[config.mk]
export PLATFORM = sky130hd
export DESIGN_NAME = dcache_miss_ctrl
export DESIGN_NICKNAME = d
export VERILOG_FILES = /design/src/design/dcache_pkg.sv /design/src/design/dcache_miss_ctrl.sv
export SDC_FILE = /design/constraint.sdc
export NUM_CORES = 1
export LEC_CHECK = 0
export ABC_CLOCK_PERIOD_IN_PS = 2350
export BUFFER_PORTS_ARGS = -buffer_cell sky130_fd_sc_hd__buf_4
export CAP_MARGIN = 10
export CORE_AREA = 2 2 125 127
export DETAILED_ROUTE_END_ITERATION = 12
export DIE_AREA = 0 0 127 129
export GPL_TIMING_DRIVEN = 0
export HOLD_SLACK_MARGIN = 0.02
export PLACE_DENSITY = 0.59
export REMOVE_ABC_BUFFERS = 1
export SETUP_SLACK_MARGIN = 0.4
export SLEW_MARGIN = 20
export SYNTH_ARGS = -nofsm -noshare
export SYNTH_HDL_FRONTEND = slang
export SYNTH_SLANG_ARGS = --single-unit
[constraint.sdc]
create_clock -name clk -period 2.35 [get_ports clk]
set_input_delay 0.3525 -clock clk [delete_from_list [all_inputs] [get_ports clk]]
set_output_delay 0.3525 -clock clk [all_outputs]
set_load 0.1 [all_outputs]
[src/design/dcache_pkg.sv]
`default_nettype none

package dcache_pkg;

    // geometry of the 16 KB two-way cache
    localparam int words_per_line = 16;
    localparam int num_ways       = 2;
    localparam int num_sets       = 128;
    localparam int byte_per_word  = 4;
    localparam int offset_bits    = 4;
    localparam int index_bits     = 7;
    localparam int align_bits     = 2;
    localparam int tag_bits       = 32 - index_bits - offset_bits - align_bits;

    typedef logic [8*byte_per_word-1:0] word_t;
    typedef logic [byte_per_word-1:0]   strobe_t;
    typedef logic [tag_bits-1:0]        tag_t;
    typedef logic [index_bits-1:0]      index_t;
    typedef logic [offset_bits-1:0]     offset_t;
    typedef logic                       way_t;

    typedef struct packed {
        tag_t                  tag;
        index_t                index;
        offset_t               offset;
        logic [align_bits-1:0] align;
    } addr_t;

    // one word location in the data array
    typedef struct packed {
        way_t    way;
        index_t  index;
        offset_t offset;
    } ram_addr_t;

    // zero strobe means a read
    typedef struct packed {
        logic    valid;
        logic    uncached;
        addr_t   addr;
        strobe_t strobe;
        word_t   data;
    } dreq_t;

    typedef struct packed {
        logic  addr_ok;
        logic  data_ok;
        word_t data;
    } dresp_t;

    // len is beats minus one
    typedef struct packed {
        logic                   valid;
        logic                   is_write;
        addr_t                  addr;
        strobe_t                strobe;
        word_t                  data;
        logic [offset_bits-1:0] len;
    } cbus_req_t;

    typedef struct packed {
        logic  ready;
        logic  last;
        word_t data;
    } cbus_resp_t;

    typedef enum logic [1:0] {
        idle,
        writeback,
        refill,
        uncached
    } miss_state_t;

    // replace the strobed bytes of old_word with those of new_word
    function automatic word_t merge_bytes(input word_t old_word, input word_t new_word,
                                          input strobe_t strobe);
        word_t merged;
        merged = old_word;
        for (int b = 0; b < byte_per_word; b++) begin
            if (strobe[b]) begin
                merged[8*b +: 8] = new_word[8*b +: 8];
            end
        end
        return merged;
    endfunction

endpackage

`default_nettype wire

[src/design/dcache_miss_ctrl.sv]
`timescale 1ns/100ps
`default_nettype none

module dcache_miss_ctrl
    import dcache_pkg::*;
(
    input  logic       clk,
    input  logic       resetn,
    input  logic       start,
    input  dreq_t      req,
    input  way_t       victim_way,
    input  tag_t       victim_tag,
    input  logic       victim_dirty,
    input  offset_t    offset,
    input  offset_t    next_offset,
    input  word_t      rdata2,
    input  cbus_resp_t cbus_resp,
    output cbus_req_t  cbus_req,
    output logic       cnt_load,
    output logic       cnt_step,
    output logic       en2,
    output ram_addr_t  addr2,
    output strobe_t    strobe2,
    output word_t      wdata2,
    output logic       refill_done,
    output word_t      uncached_data,
    output logic       done
);
    miss_state_t state;
    logic        primed;
    logic        beat;
    logic        last_beat;

    assign beat      = cbus_req.valid & cbus_resp.ready;
    assign last_beat = beat & cbus_resp.last;

    always_ff @(posedge clk) begin
        if (resetn) begin
            state  <= idle;
            primed <= 1'b0;
        end else begin
            // first write-back cycle only fetches the first word
            primed <= (state == writeback);
            case (state)
                idle: begin
                    if (start) begin
                        if (req.uncached) begin
                            state <= uncached;
                        end else if (victim_dirty) begin
                            state <= writeback;
                        end else begin
                            state <= refill;
                        end
                    end
                end
                writeback: begin
                    if (last_beat) begin
                        state <= refill;
                    end
                end
                default: begin
                    if (last_beat) begin
                        state <= idle;
                    end
                end
            endcase
        end
    end

    always_ff @(posedge clk) begin
        if (state == uncached && beat) begin
            uncached_data <= cbus_resp.data;
        end
    end

    assign cnt_load    = (state == idle) & start;
    assign cnt_step    = beat & (state == writeback || state == refill);
    assign refill_done = last_beat & (state == refill);
    assign done        = last_beat & (state == refill || state == uncached);

    // bursts start at the critical word and wrap
    always_comb begin
        cbus_req            = '0;
        cbus_req.addr       = req.addr;
        cbus_req.addr.align = '0;
        cbus_req.strobe     = '1;
        cbus_req.len        = offset_bits'(words_per_line - 1);
        case (state)
            writeback: begin
                cbus_req.valid    = primed;
                cbus_req.is_write = 1'b1;
                cbus_req.addr.tag = victim_tag;
                cbus_req.data     = rdata2;
            end
            refill: begin
                cbus_req.valid = 1'b1;
            end
            uncached: begin
                cbus_req.valid    = 1'b1;
                cbus_req.is_write = |req.strobe;
                cbus_req.addr     = req.addr;
                cbus_req.strobe   = req.strobe;
                cbus_req.data     = req.data;
                cbus_req.len      = '0;
            end
            default: begin
            end
        endcase
    end

    always_comb begin
        en2          = 1'b0;
        strobe2      = '0;
        addr2.way    = victim_way;
        addr2.index  = req.addr.index;
        addr2.offset = offset;
        wdata2       = cbus_resp.data;
        if (state == writeback) begin
            // read ahead once the current beat is taken
            en2 = 1'b1;
            if (beat) begin
                addr2.offset = next_offset;
            end
        end else if (state == refill) begin
            en2     = beat;
            strobe2 = '1;
            if (offset == req.addr.offset) begin
                wdata2 = merge_bytes(cbus_resp.data, req.data, req.strobe);
            end
        end
    end

endmodule

`default_nettype wire

==> impl_summary.md <==
Outcome
The run finished with clean final reports.

Timing
Setup repair after global routing could not meet its margin everywhere. The share of the clock period used by the worst path after layout is 96.5%. The final hold violation count came to 0. The slew at the pin with the worst max-slew slack is 0.514 ns.

Hold is met by 0.252 ns. Setup total negative slack on the finished layout was measured at 0 ns. Based on the critical path, the design can be clocked at up to 441 MHz. Headroom to the max-slew limit came out at 65.4%. Setup violations remaining at the end of the flow were counted as 0.

For the finished layout, the period the worst path requires is 2.27 ns. The max-slew violation count is 0. Clock skew on the completed layout was measured at 0.0103 ns.

Placement
The total of buffers placed on input and output ports is 302. The placer congestion estimate is 0.739. The number of placed instances, taps included, is 665. The wire-length estimate of the detail-placed layout is 9.80 mm.

Global route
The initial antenna violation count is 0. The total overflow left after global routing is 0. The wire length of the first global-routing pass is 19.5 mm.

The met3 track demand over resource in global routing is 4.12%. The number of global-route vias before repair is 3,392. For met2 alone, demand over resource in global routing was 31.8%. The global-route usage over all layers is 15.9%. Global routing consumed, on the met1 layer, 16.8% of the routing resources. The largest net degree at the start of global routing is 24. The layer with the highest usage is met2.

Routing
The via density per instance is 4.46. Across all layers, the routed design uses 3,200 vias. The number of remaining DRC errors is 0. For this block, the initial DRC count from the detailed router was 85.

The wire length reported by the detailed router is 14.7 mm. The iteration count of the initial detailed-routing pass is 6. Dividing the detail-routed wire length by the instance count gives 20.5 um. The number of nets still failing antenna checks after routing is 0.

Synthesis
sky130_fd_sc_hd__edfxtp_1 takes more of the synthesized area than any other cell. After synthesis, the share of flip-flops with an asynchronous set or reset is 0%. The most frequently used flop master after synthesis is sky130_fd_sc_hd__edfxtp_1. The synthesized area per cell is 11.8 um2. The area share of the leading cell type in the synthesized netlist is 38.7%. The synthesized design contains 35 register bits.

The total standard cell area after synthesis is 0.00248 mm2. The most common cell in the synthesized netlist is sky130_fd_sc_hd__a22o_1. In the synthesized netlist, the number of instances is 210.

The synthesis warning total is 0. The post-synthesis sequential area ratio is 41.2%. After synthesis, the cell types taking the most area are sky130_fd_sc_hd__edfxtp_1 39%, sky130_fd_sc_hd__a22o_1 18%, sky130_fd_sc_hd__mux2_2 17%, sky130_fd_sc_hd__buf_4 7.6%, sky130_fd_sc_hd__dfxtp_1 2.4%. The distinct cell type count of the synthesized netlist is 29.

The commonest cells after synthesis are 51 x sky130_fd_sc_hd__a22o_1, 37 x sky130_fd_sc_hd__mux2_2, 32 x sky130_fd_sc_hd__edfxtp_1. Yosys mapped a number of flops with a built-in enable equal to 32.

Clocking
The H-tree generated during clock tree synthesis spans 2 levels. The cell sitting at the root of the clock tree is a sky130_fd_sc_hd__clkbuf_16. The clock-pin slew reported for the worst setup and hold paths after clock tree synthesis is 0.06 ns. TritonCTS built the clock tree. The later-pin clock latency in the skew report is 0.28 ns. The CTS buffer count is 5. The number of buffers between clock root and the deepest sink is 2.

The number of sinks driven by the clock tree is 35.

Power
VDD sags by at most 0.886 mV. For this design the ratio of total power to cell area is 1020 mW/mm2. For this design the static power due to leakage is 0.00319 uW.

Die
The I/O pin total is 327. The effective utilization at floorplan is 16.6%. The total area inside the core boundary comes to 0.0150 mm2. The floorplan has 45 rows. The chip width is 127 um.

The die covers 0.0164 mm2. The die height is 129 um.

Setup path
In this run the critical register-to-register path is captured at state[1]. The worst register-to-register path has a setup slack of 0.40 ns. The data required time of the worst path is 2.00 ns. STA classifies the critical path endpoint as an output port. The classification of the worst setup path is reg -> out.

The startpoint identified for the worst register-to-register timing path is state[1]. STA classifies the critical path startpoint as a register. Measured in cells, the most critical reg-to-reg path has a length of 9.

The top fanout value on the critical path is 6. The arrival time of data at the critical path endpoint is 1.92 ns.

Hold path
The count of cells along the worst hold path is 2. The worst hold path terminates at primed. The worst hold-check path type is in -> reg. The startpoint identified for the worst hold timing path is resetn.

Cells and area
For this run, the post-layout net count is 701. Of the cells placed in the final design, the portion with a size suffix greater than 1 is 85.5%. The finished layout holds 718 standard cells, fillers aside. The register area is 0.00103 mm2. The final core utilization is 46.5%. The multi-input logic area is 0.00172 mm2. The repair_antennas step left the layout with diodes totalling 0. The layout has 1,336 filler cells. The signed area change from the synthesized netlist to the final layout is 181%.

Flow run
The count of max-cap constraint violations is 0.
-- timing repair --
item / CTS / global route
pin swaps: 31 / 18
endpoints found under the setup margin: 128 / 103
gates cloned: 7 / 3
buffers inserted: 29 / 6
resized for setup: 270 / 51
hold buffers: 0 / 0
-- power by group --
part | total (uW) | switching [uW] | internal, uW
logic | 5700 | 3620 | 2080
registers | 757 | 31.6 | 725
clock network | 634 | 248 | 386
total | 7090 | 3900 | 3200
-- sequential cells by signal, indices dropped and copies added, names as in the netlist --
register and count:
primed 1, uncached_data 32, state 2
-- layout by cell type (no fill, tap or decap), types with 3 or more instances in the layout --
| master | count |
|---|---|
| sky130_fd_sc_hd__buf_4 | 207 |
| sky130_fd_sc_hd__buf_6 | 67 |
| sky130_fd_sc_hd__buf_12 | 57 |
| sky130_fd_sc_hd__mux2_2 | 34 |
| sky130_fd_sc_hd__edfxtp_1 | 32 |
| sky130_fd_sc_hd__a22o_4 | 26 |
| sky130_fd_sc_hd__a22o_1 | 25 |
| sky130_fd_sc_hd__buf_16 | 8 |
| sky130_fd_sc_hd__clkbuf_16 | 7 |
| sky130_fd_sc_hd__buf_8 | 6 |
| sky130_fd_sc_hd__nand4_4 | 4 |
| sky130_fd_sc_hd__nand2_8 | 3 |
| sky130_fd_sc_hd__and2_4 | 3 |
| sky130_fd_sc_hd__nand2b_4 | 3 |
| sky130_fd_sc_hd__nor2b_4 | 3 |
| sky130_fd_sc_hd__mux2_4 | 3 |
| sky130_fd_sc_hd__xor2_1 | 3 |
| sky130_fd_sc_hd__ha_4 | 3 |
-- per-stage QoR --
step	area [um2]	power [uW]	setup slack [ns]
2_1_floorplan	2240	3760	-3.70
3_3_place_gp	4740	4690	-1.69
3_5_place_dp	4830	4760	-0.497
4_1_cts	6530	6760	0.0657
5_1_grt	6960	7290	0.0129
6_report	6960	7090	0.0818
-- worst max-delay path by stage --
stage	slack [ns]	cells past startpoint	start	end
6_report	0.08	6	state[0]	addr2[2]
2_1_floorplan	-3.70	3	state[0]	cbus_req[72]
5_1_grt	0.01	7	state[0]	wdata2[25]
4_1_cts	0.07	5	offset[2]	wdata2[25]
3_3_place_gp	-1.69	5	state[1]	cbus_req[56]
3_5_place_dp	-0.50	6	state[1]	wdata2[25]
-- critical path: stages, from the launching register on --
cell	delay [ns]
sky130_fd_sc_hd__dfxtp_4	0.38
sky130_fd_sc_hd__inv_4	0.05
sky130_fd_sc_hd__ha_2	0.25
sky130_fd_sc_hd__nor2b_4	0.15
sky130_fd_sc_hd__o311a_4	0.25
sky130_fd_sc_hd__mux2_2	0.36
sky130_fd_sc_hd__buf_6	0.19
-- final cells by class --
cell class / instances / share of cell area (%)
timing repair buffer: 347 / 54.7
multi-input combinational: 134 / 24.6
sequential: 35 / 14.8
tap: 188 / 3.38
clock buffer: 6 / 1.85
inverter: 6 / 0.521
clock inverter: 2 / 0.108
-- layer usage --
| layer | share of wire [%] | vias up |
|---|---|---|
| met4 | 1.6 | 0 |
| met2 | 55 | 236 |
| met3 | 7.5 | 12 |
| li1 | - | 1444 |
| met1 | 36 | 1508 |
| met5 | 0 | - |
-- kinds of logic (layout without fill, tap and decap cells) --
| group | count (synthesis) | after routing | synth area share, % |
|---|---|---|---|
| xor+xnor | 4 | 4 | 1.41 |
| simple gates | 25 | 28 | 7.22 |
| buf+inv | 44 | 361 | 10.5 |
| compound gates | 61 | 61 | 20.8 |
| flops | 35 | 35 | 41.2 |
| mux | 37 | 37 | 16.8 |
| fa+ha+maj | 4 | 4 | 2.02 |
Power figures use the tool's default switching activity.
