==> config.mk <==
export PLATFORM = sky130hd
export DESIGN_NAME = dcache_beat_counter
export DESIGN_NICKNAME = d
export VERILOG_FILES = /design/src/design/dcache_pkg.sv /design/src/design/dcache_beat_counter.sv
export SDC_FILE = /design/constraint.sdc
export NUM_CORES = 1
export LEC_CHECK = 0
export BUFFER_PORTS_ARGS = -buffer_cell sky130_fd_sc_hd__buf_2
export CAP_MARGIN = 20
export CELL_PAD_IN_SITES_DETAIL_PLACEMENT = 1
export CELL_PAD_IN_SITES_GLOBAL_PLACEMENT = 2
export CORE_MARGIN = 2
export CORE_UTILIZATION = 25
export CTS_CLUSTER_DIAMETER = 40
export DETAILED_ROUTE_END_ITERATION = 6
export PLACE_DENSITY_LB_ADDON = 0.05
export SYNTH_ARGS = -nofsm -noshare
export SYNTH_HDL_FRONTEND = slang
export SYNTH_SLANG_ARGS = --single-unit
export TNS_END_PERCENT = 100
==> constraint.sdc <==
create_clock -name clk -period 1.85 [get_ports clk]
set_clock_uncertainty 0.15 [all_clocks]
set_input_delay 0.185 -clock clk [delete_from_list [all_inputs] [get_ports clk]]
set_output_delay 0.185 -clock clk [all_outputs]
set_load 0.02 [all_outputs]
==> src/design/dcache_pkg.sv <==
`default_nettype none

package dcache_pkg;

    // geometry of the 16 KB two-way cache
    localparam int words_per_line = 16;
    localparam int num_ways       = 2;
    localparam int num_sets       = 128;
    localparam int byte_per_word  = 4;
    localparam int offset_bits    = 4;
    localparam int index_bits     = 7;
    localparam int align_bits     = 2;
    localparam int tag_bits       = 32 - index_bits - offset_bits - align_bits;

    typedef logic [8*byte_per_word-1:0] word_t;
    typedef logic [byte_per_word-1:0]   strobe_t;
    typedef logic [tag_bits-1:0]        tag_t;
    typedef logic [index_bits-1:0]      index_t;
    typedef logic [offset_bits-1:0]     offset_t;
    typedef logic                       way_t;

    typedef struct packed {
        tag_t                  tag;
        index_t                index;
        offset_t               offset;
        logic [align_bits-1:0] align;
    } addr_t;

    // one word location in the data array
    typedef struct packed {
        way_t    way;
        index_t  index;
        offset_t offset;
    } ram_addr_t;

    // zero strobe means a read
    typedef struct packed {
        logic    valid;
        logic    uncached;
        addr_t   addr;
        strobe_t strobe;
        word_t   data;
    } dreq_t;

    typedef struct packed {
        logic  addr_ok;
        logic  data_ok;
        word_t data;
    } dresp_t;

    // len is beats minus one
    typedef struct packed {
        logic                   valid;
        logic                   is_write;
        addr_t                  addr;
        strobe_t                strobe;
        word_t                  data;
        logic [offset_bits-1:0] len;
    } cbus_req_t;

    typedef struct packed {
        logic  ready;
        logic  last;
        word_t data;
    } cbus_resp_t;

    typedef enum logic [1:0] {
        idle,
        writeback,
        refill,
        uncached
    } miss_state_t;

    // replace the strobed bytes of old_word with those of new_word
    function automatic word_t merge_bytes(input word_t old_word, input word_t new_word,
                                          input strobe_t strobe);
        word_t merged;
        merged = old_word;
        for (int b = 0; b < byte_per_word; b++) begin
            if (strobe[b]) begin
                merged[8*b +: 8] = new_word[8*b +: 8];
            end
        end
        return merged;
    endfunction

endpackage

`default_nettype wire

==> src/design/dcache_beat_counter.sv <==
`timescale 1ns/100ps
`default_nettype none

module dcache_beat_counter
    import dcache_pkg::*;
(
    input  logic    clk,
    input  logic    resetn,
    input  logic    load,
    input  offset_t start,
    input  logic    step,
    output offset_t offset,
    output offset_t next_offset,
    output logic    wrapped
);
    offset_t steps;

    // offsets wrap within the line
    assign next_offset = offset + offset_t'(1);
    assign wrapped     = step & (&steps);

    always_ff @(posedge clk) begin
        if (resetn) begin
            offset <= '0;
            steps  <= '0;
        end else if (load) begin
            offset <= start;
            steps  <= '0;
        end else if (step) begin
            offset <= next_offset;
            steps  <= steps + offset_t'(1);
        end
    end

endmodule

`default_nettype wire

==> impl_metrics.env, run 1 <==
export IMPL_status="finished, final reports clean"
export IMPL_die_area_um2=2030
export IMPL_crit_chain="ha_1 > xor2_1 > buf_2"
export IMPL_power_leakage_nw=0.256
export IMPL_area_delta_synth_final_pct=23.7
export IMPL_path_clk_slew_ns=0.05
export IMPL_worstSetupStartpointType="register"
export IMPL_routedWlPerCell_um=12.3
export IMPL_fmax_ghz=0.645
export IMPL_cts_sinks=8
export IMPL_layout_nets=72
export IMPL_cp_data_required_time_ns=1.51
export IMPL_path_buf_inv=1
export IMPL_end_kind="output pin"
export IMPL_grt_overflow=0
export IMPL_dp_final_hpwl_um=767
export IMPL_cts_resized=0
export IMPL_synth_area_per_cell_um2=9.58
export IMPL_ys_ff_latch=8
export IMPL_postRouteAntennaNets=0
export IMPL_numCtsBuffers=3
export IMPL_p_total_mw=0.410
export IMPL_grt_max_degree=11
export IMPL_slew_violations=0
export IMPL_cts_tree="yes"
export IMPL_crit_type="register to output pin"
export IMPL_synth_cells=44
export IMPL_cts_hold_buf=0
export IMPL_crit_fanout=6
export IMPL_rsz0062_at_grt="no"
export IMPL_coreArea_um2=1540
export IMPL_worst_pin_slew_ns=0.203
export IMPL_relSlewSlack_pct=86.4
export IMPL_cts_setup_buffers=0
export IMPL_slowest_stage="dfxtp_1"
export IMPL_htreeDepth=1
export IMPL_antenna_cells=0
export IMPL_hold_viol=0
export IMPL_root_buffer="clkbuf_4"
export IMPL_tns_ns=0
export IMPL_vdd_drop_max_v=0.000331
export IMPL_clockBufferDepth=2
export IMPL_worstSkewPairLatency_ns=0.25
export IMPL_initialDrtViolationCount=2
export IMPL_initial_core_util_pct=27.4
export IMPL_antenna_found_initial=0
export IMPL_rows=14
export IMPL_die_h_um=45.1
export IMPL_synth_area_um2=422
export IMPL_grt_pass1_vias=353
export IMPL_synth_cell_types=18
export IMPL_drc=0
export IMPL_worstHoldPathType="primary input to register"
export IMPL_gr_usage_all_layers_pct=10.7
export IMPL_routed_wl_um=933
export IMPL_vias=360
export IMPL_power_density_nw_per_um2=787
export IMPL_ys_warnings_count=0
export IMPL_maxCapViolCount=0
export IMPL_holdWs_ns=0.0572
export IMPL_vias_per_cell=4.74
export IMPL_critical_path_max_stage_delay_ns=0.42
export IMPL_critical_path_top_delay_family="flip-flops"
export IMPL_grt_pass1_wl_um=1500
export IMPL_drive_gt1_share_pct=35.0
export IMPL_io_pins=17
export IMPL_setup_ws_ns=0.299
export IMPL_final_util_pct=33.8
export IMPL_routabilityCongestion=0.631
export IMPL_min_period_over_period_pct=83.8
export IMPL_arrival_ns=1.22
export IMPL_setup_viol=0
export IMPL_pre_cts_slack_ns=0.423
export IMPL_synth_nets=54
export IMPL_drt_pass1_iter_count=2
export IMPL_synth_seq_area_share_pct=38.0
export IMPL_die_x_um=45.1
export IMPL_port_buffers=16
export IMPL_period_minus_slack_ns=1.55
-- layout make-up --
| cell class | instances | area (µm²) |
|---|---|---|
| Timing Repair Buffer | 16 | 80.1 |
| Multi-Input combinational cell | 30 | 228 |
| Tap cell | 16 | 20.0 |
| Fill cell | 188 | 1020 |
| Clock buffer | 3 | 22.5 |
| Sequential cell | 8 | 160 |
| Inverter | 3 | 11.3 |
-- cell families (layout without fill, tap and decap cells) --
family | after synthesis | in the layout | share of synthesized area [%]
compound gates | 4 | 4 | 5.93
simple gates | 12 | 12 | 14.8
flops | 8 | 8 | 38.0
xor+xnor | 8 | 8 | 16.6
mux | 4 | 4 | 10.7
fa+ha+maj | 2 | 2 | 5.93
buf+inv | 6 | 22 | 8.01
-- state kept, by name, indices dropped and copies added, names as in the netlist --
register  cells
steps         4
offset        4
-- metrics by stage --
stage	instances	cell area, µm²
3_3_place_gp	73	499
4_1_cts	76	522
6_report	76	522
2_1_floorplan	44	422
3_5_place_dp	73	499
5_1_grt	76	522
-- synthesized netlist by cell type --
cell | instances | area, µm²
dfxtp_1 | 8 | 160
nor3_1 | 4 | 20.0
xnor2_1 | 4 | 35.0
xor2_1 | 4 | 35.0
inv_1 | 3 | 11.3
mux2i_1 | 3 | 30.0
a21oi_1 | 2 | 10.0
ha_1 | 2 | 25.0
nand2_1 | 2 | 7.51
nand4_1 | 2 | 12.5
nor2_1 | 2 | 7.51
o21a_1 | 2 | 15.0
and4_2 | 1 | 10.0
buf_1 | 1 | 3.75
buf_4 | 1 | 7.51
buf_6 | 1 | 11.3
mux2_4 | 1 | 15.0
nand3_1 | 1 | 5.00
-- path summary, 6_finish.rpt --
check	startpoint	end	slack, ns	cells after the start
worst min register to register	steps[1]$_SDFFE_PP0P_	steps[1]$_SDFFE_PP0P_	0.40	2
worst min-delay path	start[0]	offset[0]$_SDFFE_PP0P_	0.06	3
worst max register to register	offset[0]$_SDFFE_PP0P_	offset[1]$_SDFFE_PP0P_	0.45	4
worst max-delay path	offset[0]$_SDFFE_PP0P_	next_offset[2]	0.30	3
-- cell usage in the layout, fill, tap and decap left out, types with 3 or more instances in the layout --
cell type  instances
buf_2             16
dfxtp_1            8
xor2_1             4
xnor2_1            4
nor3_1             4
inv_1              3
mux2i_1            3
clkbuf_4           3
-- layer usage --
metal / track usage [%] / wire, µm
met1: 11.8 / 421
met2: 18.3 / 430
met3: 7.20 / 81
met4: 0 / 0
met5: 0 / 0
-- power breakdown --
group | internal, mW | total, mW | switching, mW
clock network | 0.0740 | 0.130 | 0.0563
registers | 0.181 | 0.192 | 0.0110
logic | 0.0376 | 0.0879 | 0.0503
-- worst min-delay path, stage by stage --
cell and delay (ns):
buf_2 0.07, mux2i_1 0.06, nor2_1 0.09
No activity file was read; power rests on OpenSTA's default activity.
==> inputs of run 2 (changes only) <==
Clock period 1.85 ns to 1.5 ns, I/O delays scaled along.
==> impl_metrics.env, run 2 (synthesized netlist as in run 1, its figures left out) <==
export IMPL_drive_gt1_share_pct=41.7
export IMPL_cts_sinks=8
export IMPL_cts_hold_buf=0
export IMPL_fill_cells=195
export IMPL_dp_final_hpwl_um=779
export IMPL_area_delta_synth_final_pct=24.9
export IMPL_layout_nets=72
export IMPL_relSlewSlack_pct=86.1
export IMPL_drt_pass1_iter_count=4
export IMPL_seqPwrFrac_pct=47.0
export IMPL_power_density_nw_per_um2=966
export IMPL_vias=354
export IMPL_worstHoldPathType="primary input to register"
export IMPL_die_area_um2=2030
export IMPL_htreeDepth=1
export IMPL_cp_data_required_time_ns=1.20
export IMPL_initial_core_util_pct=27.4
export IMPL_reg_top3="offset (4), steps (4)"
export IMPL_numCtsBuffers=3
export IMPL_grt_overflow=0
export IMPL_status="finished, final reports clean"
export IMPL_crit_chain="ha_1 > and4_2 > buf_2"
export IMPL_hp_start="start[0]"
export IMPL_rsz0062_at_grt="no"
export IMPL_power_leakage_nw=0.257
export IMPL_setup_viol=0
export IMPL_multi_input_area_um2=228
export IMPL_arrival_ns=1.16
export IMPL_comb_power_share_pct=21.6
export IMPL_critical_path_max_stage_delay_ns=0.33
export IMPL_ff_latch_area_um2=165
export IMPL_holdPathStages=3
export IMPL_port_buffers=16
export IMPL_coreArea_um2=1540
export IMPL_routedWlPerCell_um=12.4
export IMPL_p_total_mw=0.509
export IMPL_antenna_found_initial=0
export IMPL_power_internal_mw=0.363
export IMPL_cts_tree="yes"
export IMPL_grt_pass1_vias=383
export IMPL_routed_wl_um=944
export IMPL_clockBufferDepth=2
export IMPL_period_minus_slack_ns=1.46
export IMPL_maxCapViolCount=0
export IMPL_worst_pin_slew_ns=0.209
export IMPL_r2r_start="offset[0]$_SDFFE_PP0P_"
export IMPL_slowest_stage="dfxtp_2"
export IMPL_gr_usage_all_layers_pct=10.9
export IMPL_postRouteAntennaNets=0
export IMPL_grt_pass1_wl_um=1520
export IMPL_r2r_slack_ns=0.13
export IMPL_path_clk_slew_ns=0.05
export IMPL_drc=0
export IMPL_worstSetupStartpointType="register"
export IMPL_min_period_over_period_pct=97.3
export IMPL_fmax_ghz=0.685
export IMPL_vias_per_cell=4.66
export IMPL_worst_r2r_path_depth=4
export IMPL_worstSkewPairLatency_ns=0.25
export IMPL_hold_viol=0
export IMPL_reg2reg_to="offset[1]$_SDFFE_PP0P_"
export IMPL_switching_share_pct=28.6
export IMPL_antenna_cells=0
export IMPL_crit_fanout=3
export IMPL_whs_endpoint="offset[0]$_SDFFE_PP0P_"
export IMPL_grt_max_degree=11
export IMPL_clock_power_share_pct=31.5
export IMPL_die_x_um=45.1
export IMPL_tns_ns=0
export IMPL_cts_setup_buffers=0
export IMPL_routabilityCongestion=0.634
export IMPL_p_sw_mw=0.145
export IMPL_rows=14
export IMPL_io_pins=17
export IMPL_die_h_um=45.1
export IMPL_end_kind="output pin"
export IMPL_root_buffer="clkbuf_4"
export IMPL_slew_violations=0
export IMPL_initialDrtViolationCount=12
export IMPL_crit_type="register to output pin"
export IMPL_vdd_drop_max_v=0.000328
export IMPL_final_common_cell="buf_2"
run 2: repair_timing:
action | CTS | global route
setup endpoints to repair | 0 | 2
gates resized for setup | 0 | 2
hold endpoints to repair | 0 | 0
run 2: how the worst max path moves through the flow:
stage / startpoint / endpoint / slack, ns / cells past startpoint
after floorplan: offset[0]$_SDFFE_PP0P_ / offset[1]$_SDFFE_PP0P_ / 0.03 / 4
after global placement: offset[0]$_SDFFE_PP0P_ / offset[1]$_SDFFE_PP0P_ / 0.19 / 4
after detailed placement: offset[0]$_SDFFE_PP0P_ / offset[1]$_SDFFE_PP0P_ / 0.15 / 4
after CTS: steps[0]$_SDFFE_PP0P_ / wrapped / 0.02 / 3
after global routing: steps[1]$_SDFFE_PP0P_ / wrapped / 0.002 / 3
final: steps[0]$_SDFFE_PP0P_ / wrapped / 0.04 / 3
run 2: critical path: cells and delay by family, from the launching register on:
kind                       cells  cell delay [ns]
DFF                            1             0.33
and+or+nand+nor                1             0.23
adders and majority gates      1             0.21
buffers and inverters          1             0.15
run 2: power by group through the flow:
stage	logic, mW	clock network, mW	registers, mW
final	0.110	0.160	0.239
after global routing	0.119	0.178	0.241
after CTS	0.112	0.170	0.239
after detailed placement	0.110	0	0.243
after global placement	0.107	0	0.241
after floorplan	0.0691	0	0.251
run 2: cell type report:
type	count	area share [%]
Multi-Input combinational cell	30	43.2
Sequential cell	8	31.4
Timing Repair Buffer	16	15.2
Clock buffer	3	4.28
Tap cell	16	3.80
Inverter	3	2.14
run 2: metrics by stage:
step / setup slack [ns] / hold WS (ns) / cell area [µm²] / utilization [%] / cells
4_1_cts: 0.0173 / 0.00602 / 524 / 34.0 / 76
2_1_floorplan: 0.0327 / 0.147 / 424 / - / 44
5_1_grt: 0.00157 / 0.0126 / 527 / 34.2 / 76
6_report: 0.0407 / 0.00730 / 527 / 34.2 / 76
3_3_place_gp: 0.192 / 0.238 / 502 / 32.5 / 73
3_5_place_dp: 0.151 / 0.263 / 502 / 32.5 / 73
run 2: metal layers:
metal  up-vias  share of wire, %  global-route usage [%]
li1        182                 -                       -
met1       160                45                    11.3
met2        12                48                    19.1
met3         0               7.1                    6.40
met4         0                 0                    1.76
met5         -                 0                       0
